==> src/source/exec_settings.svh <==
`ifndef EXEC_SETTINGS_SVH
`define EXEC_SETTINGS_SVH

// ------------------------------
// Widths
// ------------------------------
`define EXEC_XLEN      32  // Data word.
`define EXEC_REG_BITS  5   // Register index.

// ------------------------------
// Operand select codes
// ------------------------------
`define EXEC_SRC_A_RS1   2'd0
`define EXEC_SRC_A_PC    2'd1
`define EXEC_SRC_A_ZERO  2'd2  // Code 3 also yields zero.

`define EXEC_SRC_B_IMM   2'd0
`define EXEC_SRC_B_RS2   2'd1
`define EXEC_SRC_B_CSR   2'd2
`define EXEC_SRC_B_ZERO  2'd3

`endif

==> src/source/exec_pkg.sv <==
`default_nettype none

`include "exec_settings.svh"

package exec_pkg;

    // Data and field types.
    typedef logic [`EXEC_XLEN-1:0]     word_t;
    typedef logic [`EXEC_REG_BITS-1:0] reg_idx_t;
    typedef logic [2:0]                funct3_t;
    typedef logic [1:0]                src_sel_t;

    // ALU operations. Unlisted codes give a zero result.
    typedef enum logic [3:0] {
        ALU_ADD    = 4'd0,
        ALU_SUB    = 4'd1,
        ALU_SLL    = 4'd2,
        ALU_SLT    = 4'd3,
        ALU_SLTU   = 4'd4,
        ALU_XOR    = 4'd5,
        ALU_SRL    = 4'd6,
        ALU_SRA    = 4'd7,
        ALU_OR     = 4'd8,
        ALU_AND    = 4'd9,
        ALU_PASS_B = 4'd10
    } alu_op_t;

endpackage

`default_nettype wire

==> src/source/exec_stage_if.sv <==
`timescale 1ns/1ps
`default_nettype none

interface exec_stage_if (
    input logic clock,
    input logic reset
);
    import exec_pkg::*;

    word_t    pc;
    word_t    imm;
    word_t    rs1_value;
    word_t    rs2_value;
    word_t    csr_value;
    src_sel_t src_a_sel;
    src_sel_t src_b_sel;
    alu_op_t  alu_op;
    logic     invert;   // Flip bit 0 of the ALU result.
    logic     jump;
    logic     branch;

    modport ctrl (output pc, imm, rs1_value, rs2_value, csr_value,
                  output src_a_sel, src_b_sel, alu_op, invert, jump, branch);
    modport operand (input clock, reset, pc, imm, rs1_value, rs2_value, csr_value,
                     input src_a_sel, src_b_sel);
    modport alu (input alu_op, invert);
    modport resolve (input clock, reset, pc, imm, jump, branch);

endinterface

`default_nettype wire

==> src/source/exec_stage_ctrl.sv <==
`timescale 1ns/1ps
`default_nettype none

module exec_stage_ctrl (
    input  logic              clock,
    input  logic              reset,
    input  logic              valid_in,
    output logic              ready_out,
    output logic              valid_out,
    input  logic              ready_in,
    input  exec_pkg::word_t   pc_in,
    input  exec_pkg::word_t   imm_in,
    input  exec_pkg::word_t   rs1_in,
    input  exec_pkg::word_t   rs2_in,
    input  exec_pkg::word_t   csr_in,
    input  exec_pkg::src_sel_t src_a_sel_in,
    input  exec_pkg::src_sel_t src_b_sel_in,
    input  exec_pkg::alu_op_t alu_op_in,
    input  logic              invert_in,
    input  logic              jump_in,
    input  logic              branch_in,
    input  logic              reg_wen_in,
    input  logic              mem_wen_in,
    input  logic              mem_ren_in,
    input  exec_pkg::reg_idx_t rd_in,
    input  exec_pkg::funct3_t funct3_in,
    exec_stage_if.ctrl        stage,
    output exec_pkg::reg_idx_t rd_out,
    output exec_pkg::funct3_t funct3_out,
    output logic              reg_wen_out,
    output logic              mem_wen_out,
    output logic              mem_ren_out,
    output exec_pkg::word_t   rs2_out
);
    import exec_pkg::*;

    logic transfer;

    assign ready_out = ready_in;  // Stage never stalls on its own.
    assign transfer  = valid_in && ready_out;

    // ------------------------------
    // Valid pulse
    // ------------------------------
    always_ff @(posedge clock or posedge reset) begin
        if (reset) begin
            valid_out <= 1'b0;
        end else begin
            valid_out <= transfer;  // High one cycle per transfer.
        end
    end

    // ------------------------------
    // Stage register
    // ------------------------------
    always_ff @(posedge clock or posedge reset) begin
        if (reset) begin
            stage.pc        <= '0;
            stage.imm       <= '0;
            stage.rs1_value <= '0;
            stage.rs2_value <= '0;
            stage.csr_value <= '0;
            stage.src_a_sel <= '0;
            stage.src_b_sel <= '0;
            stage.alu_op    <= ALU_ADD;
            stage.invert    <= 1'b0;
            stage.jump      <= 1'b0;
            stage.branch    <= 1'b0;
            rd_out          <= '0;
            funct3_out      <= '0;
            reg_wen_out     <= 1'b0;
            mem_wen_out     <= 1'b0;
            mem_ren_out     <= 1'b0;
        end else if (transfer) begin
            stage.pc        <= pc_in;
            stage.imm       <= imm_in;
            stage.rs1_value <= rs1_in;
            stage.rs2_value <= rs2_in;
            stage.csr_value <= csr_in;
            stage.src_a_sel <= src_a_sel_in;
            stage.src_b_sel <= src_b_sel_in;
            stage.alu_op    <= alu_op_in;
            stage.invert    <= invert_in;
            stage.jump      <= jump_in;
            stage.branch    <= branch_in;
            rd_out          <= rd_in;
            funct3_out      <= funct3_in;
            reg_wen_out     <= reg_wen_in;
            mem_wen_out     <= mem_wen_in;
            mem_ren_out     <= mem_ren_in;
        end
    end

    assign rs2_out = stage.rs2_value;  // Store data for the memory stage.

    // The datapath sees only defined operations while the result is consumed.
    a_alu_op_defined: assert property (
        @(posedge clock) disable iff (reset)
        valid_out |-> stage.alu_op inside {ALU_ADD, ALU_SUB, ALU_SLL, ALU_SLT, ALU_SLTU,
                                           ALU_XOR, ALU_SRL, ALU_SRA, ALU_OR, ALU_AND,
                                           ALU_PASS_B}
    );

endmodule

`default_nettype wire

==> src/source/operand_select.sv <==
`timescale 1ns/1ps
`default_nettype none

`include "exec_settings.svh"

module operand_select (
    exec_stage_if.operand   stage,
    output exec_pkg::word_t operand_a,
    output exec_pkg::word_t operand_b
);

    // ------------------------------
    // Operand A
    // ------------------------------
    always_comb begin
        case (stage.src_a_sel)
            `EXEC_SRC_A_RS1:  operand_a = stage.rs1_value;
            `EXEC_SRC_A_PC:   operand_a = stage.pc;         // AUIPC and JAL.
            `EXEC_SRC_A_ZERO: operand_a = `EXEC_XLEN'(0);  // LUI and CSR moves.
            default:          operand_a = `EXEC_XLEN'(0);
        endcase
    end

    // ------------------------------
    // Operand B
    // ------------------------------
    always_comb begin
        case (stage.src_b_sel)
            `EXEC_SRC_B_IMM:  operand_b = stage.imm;
            `EXEC_SRC_B_RS2:  operand_b = stage.rs2_value;
            `EXEC_SRC_B_CSR:  operand_b = stage.csr_value;
            `EXEC_SRC_B_ZERO: operand_b = `EXEC_XLEN'(0);
            default:          operand_b = `EXEC_XLEN'(0);
        endcase
    end

    // Decode should never emit the spare A code.
    a_src_a_code_unused: assert property (
        @(posedge stage.clock) disable iff (stage.reset)
        stage.src_a_sel != 2'd3
    ) else $warning("operand A select code 3 is unused, operand A is zero");

endmodule

`default_nettype wire

==> src/source/exec_alu.sv <==
`timescale 1ns/1ps
`default_nettype none

`include "exec_settings.svh"

module exec_alu (
    exec_stage_if.alu       stage,
    input  exec_pkg::word_t operand_a,
    input  exec_pkg::word_t operand_b,
    output exec_pkg::word_t alu_result
);
    import exec_pkg::*;

    localparam int SHAMT_BITS = $clog2(`EXEC_XLEN);

    logic [SHAMT_BITS-1:0] shamt;
    word_t                 raw_result;

    assign shamt = operand_b[SHAMT_BITS-1:0];  // Low bits of B only.

    // ------------------------------
    // Operation select
    // ------------------------------
    always_comb begin
        case (stage.alu_op)
            ALU_ADD:    raw_result = operand_a + operand_b;
            ALU_SUB:    raw_result = operand_a - operand_b;
            ALU_SLL:    raw_result = operand_a << shamt;
            ALU_SLT:    raw_result = word_t'($signed(operand_a) < $signed(operand_b));
            ALU_SLTU:   raw_result = word_t'(operand_a < operand_b);
            ALU_XOR:    raw_result = operand_a ^ operand_b;
            ALU_SRL:    raw_result = operand_a >> shamt;
            ALU_SRA:    raw_result = word_t'($signed(operand_a) >>> shamt);
            ALU_OR:     raw_result = operand_a | operand_b;
            ALU_AND:    raw_result = operand_a & operand_b;
            ALU_PASS_B: raw_result = operand_b;
            default:    raw_result = '0;  // Undefined code.
        endcase
    end

    // Invert of bit 0 turns BLT into BGE, BLTU into BGEU and so on.
    assign alu_result = {raw_result[`EXEC_XLEN-1:1], raw_result[0] ^ stage.invert};

endmodule

`default_nettype wire

==> src/source/branch_resolve.sv <==
`timescale 1ns/1ps
`default_nettype none

`include "exec_settings.svh"

module branch_resolve (
    exec_stage_if.resolve   stage,
    input  exec_pkg::word_t alu_result,
    output exec_pkg::word_t result,
    output exec_pkg::word_t redirect_target,
    output logic            redirect
);
    import exec_pkg::*;

    word_t link_addr;
    word_t branch_addr;

    assign link_addr   = stage.pc + `EXEC_XLEN'(4);
    assign branch_addr = stage.pc + stage.imm;  // Branch target, also the idle target.

    // ------------------------------
    // Result and redirect
    // ------------------------------
    always_comb begin
        if (stage.jump) begin
            result          = link_addr;  // Return address for the link register.
            redirect        = 1'b1;
            // JAL and JALR both add in the ALU, bit 0 is dropped.
            redirect_target = {alu_result[`EXEC_XLEN-1:1], 1'b0};
        end else begin
            result          = alu_result;
            redirect        = stage.branch && alu_result[0];
            redirect_target = branch_addr;
        end
    end

    // Decode marks an instruction as a jump or a branch, never both.
    a_jump_branch_exclusive: assert property (
        @(posedge stage.clock) disable iff (stage.reset)
        !(stage.jump && stage.branch)
    );

endmodule

`default_nettype wire

==> src/source/exec_unit.sv <==
`timescale 1ns/1ps
`default_nettype none

module exec_unit (
    input  logic               clock,
    input  logic               reset,
    input  logic               valid_in,
    output logic               ready_out,
    output logic               valid_out,
    input  logic               ready_in,
    input  exec_pkg::word_t    pc_in,
    input  exec_pkg::word_t    imm_in,
    input  exec_pkg::word_t    rs1_in,
    input  exec_pkg::word_t    rs2_in,
    input  exec_pkg::word_t    csr_in,
    input  exec_pkg::src_sel_t src_a_sel_in,
    input  exec_pkg::src_sel_t src_b_sel_in,
    input  exec_pkg::alu_op_t  alu_op_in,
    input  logic               invert_in,
    input  logic               jump_in,
    input  logic               branch_in,
    input  logic               reg_wen_in,
    input  logic               mem_wen_in,
    input  logic               mem_ren_in,
    input  exec_pkg::reg_idx_t rd_in,
    input  exec_pkg::funct3_t  funct3_in,
    output exec_pkg::reg_idx_t rd_out,
    output exec_pkg::funct3_t  funct3_out,
    output logic               reg_wen_out,
    output logic               mem_wen_out,
    output logic               mem_ren_out,
    output exec_pkg::word_t    rs2_out,
    output exec_pkg::word_t    result,
    output logic               redirect,
    output exec_pkg::word_t    redirect_target
);
    import exec_pkg::*;

    word_t operand_a;
    word_t operand_b;
    word_t alu_result;

    exec_stage_if u_stage (.clock(clock), .reset(reset));  // Registered fields.

    // ------------------------------
    // Stage register and handshake
    // ------------------------------
    exec_stage_ctrl u_ctrl (
        .clock, .reset, .valid_in, .ready_out, .valid_out, .ready_in,
        .pc_in, .imm_in, .rs1_in, .rs2_in, .csr_in,
        .src_a_sel_in, .src_b_sel_in, .alu_op_in,
        .invert_in, .jump_in, .branch_in,
        .reg_wen_in, .mem_wen_in, .mem_ren_in, .rd_in, .funct3_in,
        .stage(u_stage.ctrl),
        .rd_out, .funct3_out, .reg_wen_out, .mem_wen_out, .mem_ren_out, .rs2_out
    );

    // ------------------------------
    // Datapath
    // ------------------------------
    operand_select u_operand (.stage(u_stage.operand), .operand_a, .operand_b);

    exec_alu u_alu (.stage(u_stage.alu), .operand_a, .operand_b, .alu_result);

    branch_resolve u_resolve (
        .stage(u_stage.resolve), .alu_result, .result, .redirect_target, .redirect
    );

endmodule

`default_nettype wire

==> config.mk <==
export PLATFORM = sky130hd
export DESIGN_NAME = exec_unit
export DESIGN_NICKNAME = d
export VERILOG_FILES = /design/src/source/exec_pkg.sv /design/src/source/exec_stage_if.sv /design/src/source/exec_stage_ctrl.sv /design/src/source/operand_select.sv /design/src/source/exec_alu.sv /design/src/source/branch_resolve.sv /design/src/source/exec_unit.sv
export VERILOG_INCLUDE_DIRS = /design/src /design/src/source
export SDC_FILE = /design/constraint.sdc
export NUM_CORES = 1
export LEC_CHECK = 0
export BUFFER_PORTS_ARGS = -buffer_cell sky130_fd_sc_hd__buf_2
export CORE_MARGIN = 3
export CORE_UTILIZATION = 27
export DETAILED_ROUTE_END_ITERATION = 10
export GPL_ROUTABILITY_DRIVEN = 0
export GPL_TIMING_DRIVEN = 0
export HOLD_SLACK_MARGIN = 0.1
export PLACE_DENSITY = 0.51
export SLEW_MARGIN = 30
export SYNTH_ARGS = -nofsm -noshare
export SYNTH_HDL_FRONTEND = slang
export SYNTH_SLANG_ARGS = --single-unit
==> constraint.sdc <==
create_clock -name clock -period 17.34 [get_ports clock]
set_input_delay 3.468 -clock clock [delete_from_list [all_inputs] [get_ports clock]]
set_output_delay 3.468 -clock clock [all_outputs]
set_load 0.005 [all_outputs]
* Yosys cells after proc, flatten, opt, wreduce, memory -nomap -nowiden
Cells that the tools add are included.
** Storage, ports and cells
- Register bits after elaboration :: 183
- Word-level logic and storage cells :: 55
** Operators by class
- Add/subtract/negate cells :: 4
- Order comparisons :: 2
- Eq/ne operators :: 14
- Shift operators :: 3
- Mux-type cells :: 6
- Bitwise gates (word level) :: 4
- Reductions and logical operators :: 5
** Operator list (count)
- one-hot mux 32 bit (11 select lines) :: 1
- one-hot mux 32 bit (4 select lines) :: 1
- adder 32 bit :: 2
- < comparator 32 bit :: 2
- two-way mux 32 bit :: 2
- one-hot mux 32 bit (2 select lines) :: 1
- adder 32 x 3 -> 32 bit, second input constant :: 1
- AND 32 bit :: 1
- bitwise OR 32 bit :: 1
- << shifter 32 x 5 -> 32 bit :: 1
- right shift 32 x 5 -> 32 bit :: 1
- >>> shifter 32 x 5 -> 32 bit :: 1
- subtractor 32 bit :: 1
- XOR 32 bit :: 1
- == test 4 x 3 -> 1 bit, second input constant :: 4
- == test 4 bit, second input constant :: 3
- == test 4 x 2 -> 1 bit, second input constant :: 2
- == test 2 x 1 -> 1 bit, second input constant :: 2
- == test 2 bit, second input constant :: 2
- == test 4 x 1 -> 1 bit, second input constant :: 1
- logical NOT 2 bit :: 2
- logical NOT 4 bit :: 1
- logical AND 1 bit :: 2
- two-way mux 1 bit :: 1
- XOR 1 bit :: 1

* Longest topological paths before layout
- Depth in word-level cells :: 7
- Mapped depth :: 20
- Depth with buffers taken out :: 15

* Hierarchy
A second synthesis with hierarchy kept.
** Second synthesis, totals
- Cell total of the unflattened synthesis :: 2437
- Area, all modules :: 21363.0 um^2
** Modules (own cells, without submodules)
- exec_alu :: instances 1, cells an instance 1414, area an instance 9489.1 um^2, seq. area each 0.0 um^2
- exec_stage_ctrl :: instances 1, cells an instance 420, area an instance 7746.2 um^2, seq. area each 4579.4 um^2
- branch_resolve :: instances 1, cells an instance 455, area an instance 2850.2 um^2, seq. area each 0.0 um^2
- operand_select :: instances 1, cells an instance 148, area an instance 1277.5 um^2, seq. area each 0.0 um^2

* Worst setup path before layout
No wires, ideal clock.
- Kind :: register to output
- Start :: reg u_ctrl.stage.src_b_sel[0]
- End :: out redirect_target[22]
- Arrival :: 4.435 ns
- Slack :: 9.437 ns
- Stages on the path, launching flop included :: 19
- Path buffers :: 5
- Cell sequence :: dfrtp_1 > buf_2 > nor2b_2 > a21oi_4 > buf_2 > buf_1 > clkbuf_1 > ha_1 > buf_2 > nor2b_1 > o31ai_1 > a22oi_1 > a31oi_1 > nor2_1 > a31oi_1 > o22a_1 > a21oi_1 > or4_1 > mux2_2
** On the way
- Longest elaborated chain between the ends :: 5
- Elaborated cells between the ends (all ways) :: 15
- Those cells by class :: add/sub: 2; eq/ne: 3; shift: 3; mux: 3; bitwise: 3; reduce/logical: 1
** RTL lines
- from (decl) :: line exec_stage_if.sv:23 : output src_a_sel, src_b_sel, alu_op, invert, jump, branch);
- from (signal assigned) :: line exec_stage_ctrl.sv:81 : stage.src_b_sel <= src_b_sel_in;
- == test 2 bit (tied with other cells) :: line operand_select.sv:28 : case (stage.src_b_sel)
- one-hot mux 32 bit (4 select lines) (*) :: line operand_select.sv:28
- subtractor 32 bit (tied with other cells) :: line exec_alu.sv:27 : ALU_SUB: raw_result = operand_a - operand_b;
- one-hot mux 32 bit (11 select lines) (*) :: line exec_alu.sv:25 : case (stage.alu_op)
- two-way mux 32 bit (*) :: line branch_resolve.sv:25 : if (stage.jump) begin
- to (decl) :: line exec_unit.sv:35 : output exec_pkg::word_t redirect_target
Every way passes the cells marked *; elsewhere a longest branch is shown, timed or not.

* Worst setup path after layout
- Start :: reg u_ctrl.stage.imm[2]
- End :: out redirect
** On the way
- Longest elaborated chain between the ends :: 6
- Elaborated cells between the ends (all ways) :: 10
- Those cells by class :: order compare: 2; shift: 3; mux: 3; bitwise: 1; reduce/logical: 1
** RTL lines
- from (decl) :: line exec_stage_if.sv:22 : modport ctrl (output pc, imm, rs1_value, rs2_value, csr_value,
- from (signal assigned) :: line exec_stage_ctrl.sv:76 : stage.imm <= imm_in;
- one-hot mux 32 bit (4 select lines) (*) :: line operand_select.sv:28
- < comparator 32 bit (tied with other cells) :: line exec_alu.sv:30 : ALU_SLTU: raw_result = word_t'(operand_a < operand_b);
- one-hot mux 32 bit (11 select lines) (*) :: line exec_alu.sv:25
- XOR 1 bit (*) :: line exec_alu.sv:42 : assign alu_result = {raw_result[`EXEC_XLEN-1:1], raw_result[0] ^ stage.invert};
- logical AND 1 bit (*) :: line branch_resolve.sv:32 : redirect = stage.branch && alu_result[0];
- two-way mux 1 bit (*) :: line branch_resolve.sv:25
- to (decl) :: line exec_unit.sv:34 : output logic redirect,
Marks and branches as above.

==> results.json <==
{
  "antenna_found_initial": 3,
  "synth_edf_count": 0,
  "wire_per_inst_um": 26.8,
  "cts_sinks": 183,
  "relSlewSlack": 0.303,
  "async_flop_share": 1.00,
  "post_cts_buffers": 0,
  "drt_iter0_drc": 2959,
  "r2r_end": "u_ctrl.stage.jump$_DFFE_PP0P_",
  "syn-cell-area_um2": 19300,
  "hp-class": "flip-flop to flip-flop",
  "drt-vias-per-instance": 5.82,
  "r2r_setup_slack_ns": 15.19,
  "hpwl_mm": 77.6,
  "cp_num_buf_inv": 5,
  "synthTopCellsByArea": "dfrtp_1 24%, mux2_2 13%, mux2i_1 10%, ha_1 8.4%, nor2_1 4.5%",
  "path_class": "flip-flop to output port",
  "clock_skew_ns": 0,
  "finalSetupTns_ns": 0,
  "yosys.area.top_type": "dfrtp_1",
  "path_delay_family": "compound AO/OA/AOI/OAI gates",
  "startpoint_type": "flip-flop",
  "hold_viol_final": 0,
  "dieWidth_um": 273,
  "ant_nets": 0,
  "routed.top_layer": "met5",
  "yosysWarnings": 0,
  "io_buffers": 295,
  "grt_remaining_overflow": 0,
  "finalWirelength_mm": 95.6,
  "grt_pass1_wl_mm": 137,
  "clock_latency_ns": 0.46,
  "crit_chain": "mux2i_1, nor2_1, a21oi_4, buf_2, buf_1, clkbuf_1, ha_1, buf_2, nor2b_1, o31ai_1, a22oi_1, a31oi_1, nor3_1, o21ai_0, a2111oi_1, o221ai_1, xnor2_1, o21ai_0, buf_2",
  "start_util": 0.274,
  "violations": "DRC",
  "crit_path_max_fanout": 11,
  "cp.required_ns": 13.87,
  "ctsHoldBuffers": 0,
  "synth_nets": 2618,
  "synth_flop_cell": "dfrtp_1",
  "grt_use_total": 0.247,
  "routed-wl-met3_mm": 9.66,
  "ir_drop_mv": 0.0689,
  "nets": 2935,
  "syn_to_final_growth_pct": 17.4,
  "reg2reg_from": "u_ctrl.stage.jump$_DFFE_PP0P_",
  "status": "complete, but fails checks",
  "power_density_nw_per_um2": 128,
  "dieArea_um2": 74800,
  "whs_endpoint": "u_ctrl.funct3_out[0]$_DFFE_PP0P_",
  "syn_area_per_cell_um2": 8.40,
  "p_total_uw": 2900,
  "row_count": 97,
  "fin_area_um2": 22700,
  "min_from": "u_ctrl.funct3_out[0]$_DFFE_PP0P_",
  "grt_pass1_vias": 20000,
  "rr_worst_depth": 4,
  "wl_met1_mm": 38.0,
  "final_layout_size_suffix_gt1_frac": 0.239,
  "cp.depth": 19,
  "arrival_ns": 7.85,
  "synth_cell_type_count": 86,
  "worst_slew_pin_slew_ns": 1.03,
  "seq_area_frac_synth": 0.237,
  "clock_path_buffers": 2,
  "dp_cells": 3538,
  "core_area_um2": 70400,
  "clk_pin_slew_ns": 0.08,
  "fin_crit_sh": 0.652,
  "synth_top_area_share": 0.237,
  "p_leak_uw": 0.00992,
  "period_minus_slack_ns": 11.31,
  "worst_hold_slack_ns": 0.505,
  "drt_pass1_iterations": 11,
  "setup_viol": 0,
  "max_stage_delay_ns": 0.88,
  "slew_violations": 0,
  "drc": 11,
  "critPathMostFrequentCell": "buf_2",
  "place_area_um2": 22100,
  "end_kind": "output port",
  "cts_resized": 0,
  "hold_depth": 1,
  "fmax_mhz": 88.4,
  "maxCapViolCount": 0,
  "tritoncts": "yes",
  "instances_no_fill": 3572,
  "clockRootBuffer": "clkbuf_16",
  "ios": 296,
  "numCtsBuffers": 17,
  "num_vias": 20800,
  "wl_met2_mm": 42.4,
  "grt_setup_unrepaired": "false",
  "slowest_stage": "a2111oi_1",
  "cts_max_level": 4,
  "syn_inst": 2300,
  "grt_max_degree": 79,
  "synth_seq_cells": 183,
  "startpoint": "u_ctrl.stage.imm[2]$_DFFE_PP0P_",
  "die_h_um": 273
}
==> cell usage after synthesis, drive strengths merged (10+ instances only) <==
library cell / instances
nor2: 230
mux2: 217
mux2i: 202
dfrtp: 183
a21oi: 173
nand2: 167
o21ai: 147
ha: 129
inv: 106
clkbuf: 97
buf: 59
nor3: 41
xnor2: 39
nand3: 33
a211oi: 32
a21o: 28
a221oi: 28
o211ai: 24
xor2: 23
o221ai: 21
nand2b: 20
o21a: 19
a31oi: 18
nor2b: 18
o22ai: 17
a22oi: 16
and3: 16
nand4: 16
a221o: 14
and2: 12
nor4: 11
o21bai: 11
or3: 11
o2111ai: 10
==> cell type report <==
type	count	area, um^2
antenna	2	5.00
buffer	156	669
clock buffer	17	425
clock inverter	15	194
fill	7699	47700
inverter	106	405
multi-input combinational	1855	13700
sequential	183	4580
tap	940	1180
timing repair buffer	298	1540
==> stage by stage <==
stage,setup slack [ns],util
detailed placement,6.87,0.313
CTS,6.34,0.322
floorplan,8.90,-
global placement,6.37,0.312
global route,5.92,0.322
finish,6.03,0.322
==> layout by cell type, fill, tap and decap left out, types with 101 or more instances in the layout <==
cell,netlist,layout
a21oi_1,171,171
dfrtp_1,183,183
mux2_2,216,216
buf_2,30,328
nor2_1,230,228
nand2_1,167,167
mux2i_1,201,201
o21ai_0,141,141
inv_1,102,101
ha_1,129,129
==> sequential cells by signal, indices dropped and copies added, names as in the netlist, 2 cells and up <==
register                count
u_ctrl.rs2_out             32
u_ctrl.stage.csr_value     32
u_ctrl.stage.imm           32
u_ctrl.stage.pc            32
u_ctrl.stage.rs1_value     32
u_ctrl.rd_out               5
u_ctrl.stage.alu_op         4
u_ctrl.funct3_out           3
u_ctrl.stage.src_a_sel      2
u_ctrl.stage.src_b_sel      2
==> power breakdown <==
part	total [uW]	switching [uW]	internal (uW)
sequential	560	70.7	489
clock	425	215	210
combinational	1920	1250	664
==> how the worst max path moves through the flow <==
stage / end / slack (ns)
after floorplan: u_ctrl.funct3_out[0]$_DFFE_PP0P_ / 8.90
after global placement: u_ctrl.stage.imm[1]$_DFFE_PP0P_ / 6.37
after detailed placement: redirect / 6.87
after CTS: redirect / 6.34
after global routing: redirect / 5.92
final: redirect / 6.03
==> logic make-up after synthesis <==
family,count (synthesis),synth area share
fa+ha+maj,132,0.0867
simple gates,595,0.138
xor+xnor,62,0.0281
mux,419,0.232
buf+inv,262,0.0547
compound gates,647,0.224
flops,183,0.237
==> routing by layer <==
layer  track usage  vias to the layer above
li1              -                     9101
met1         0.319                    10100
met2         0.394                     1348
met3        0.0496                      272
met4         0.118                        2
met5             0                        -
Power figures use the tool's default switching activity.
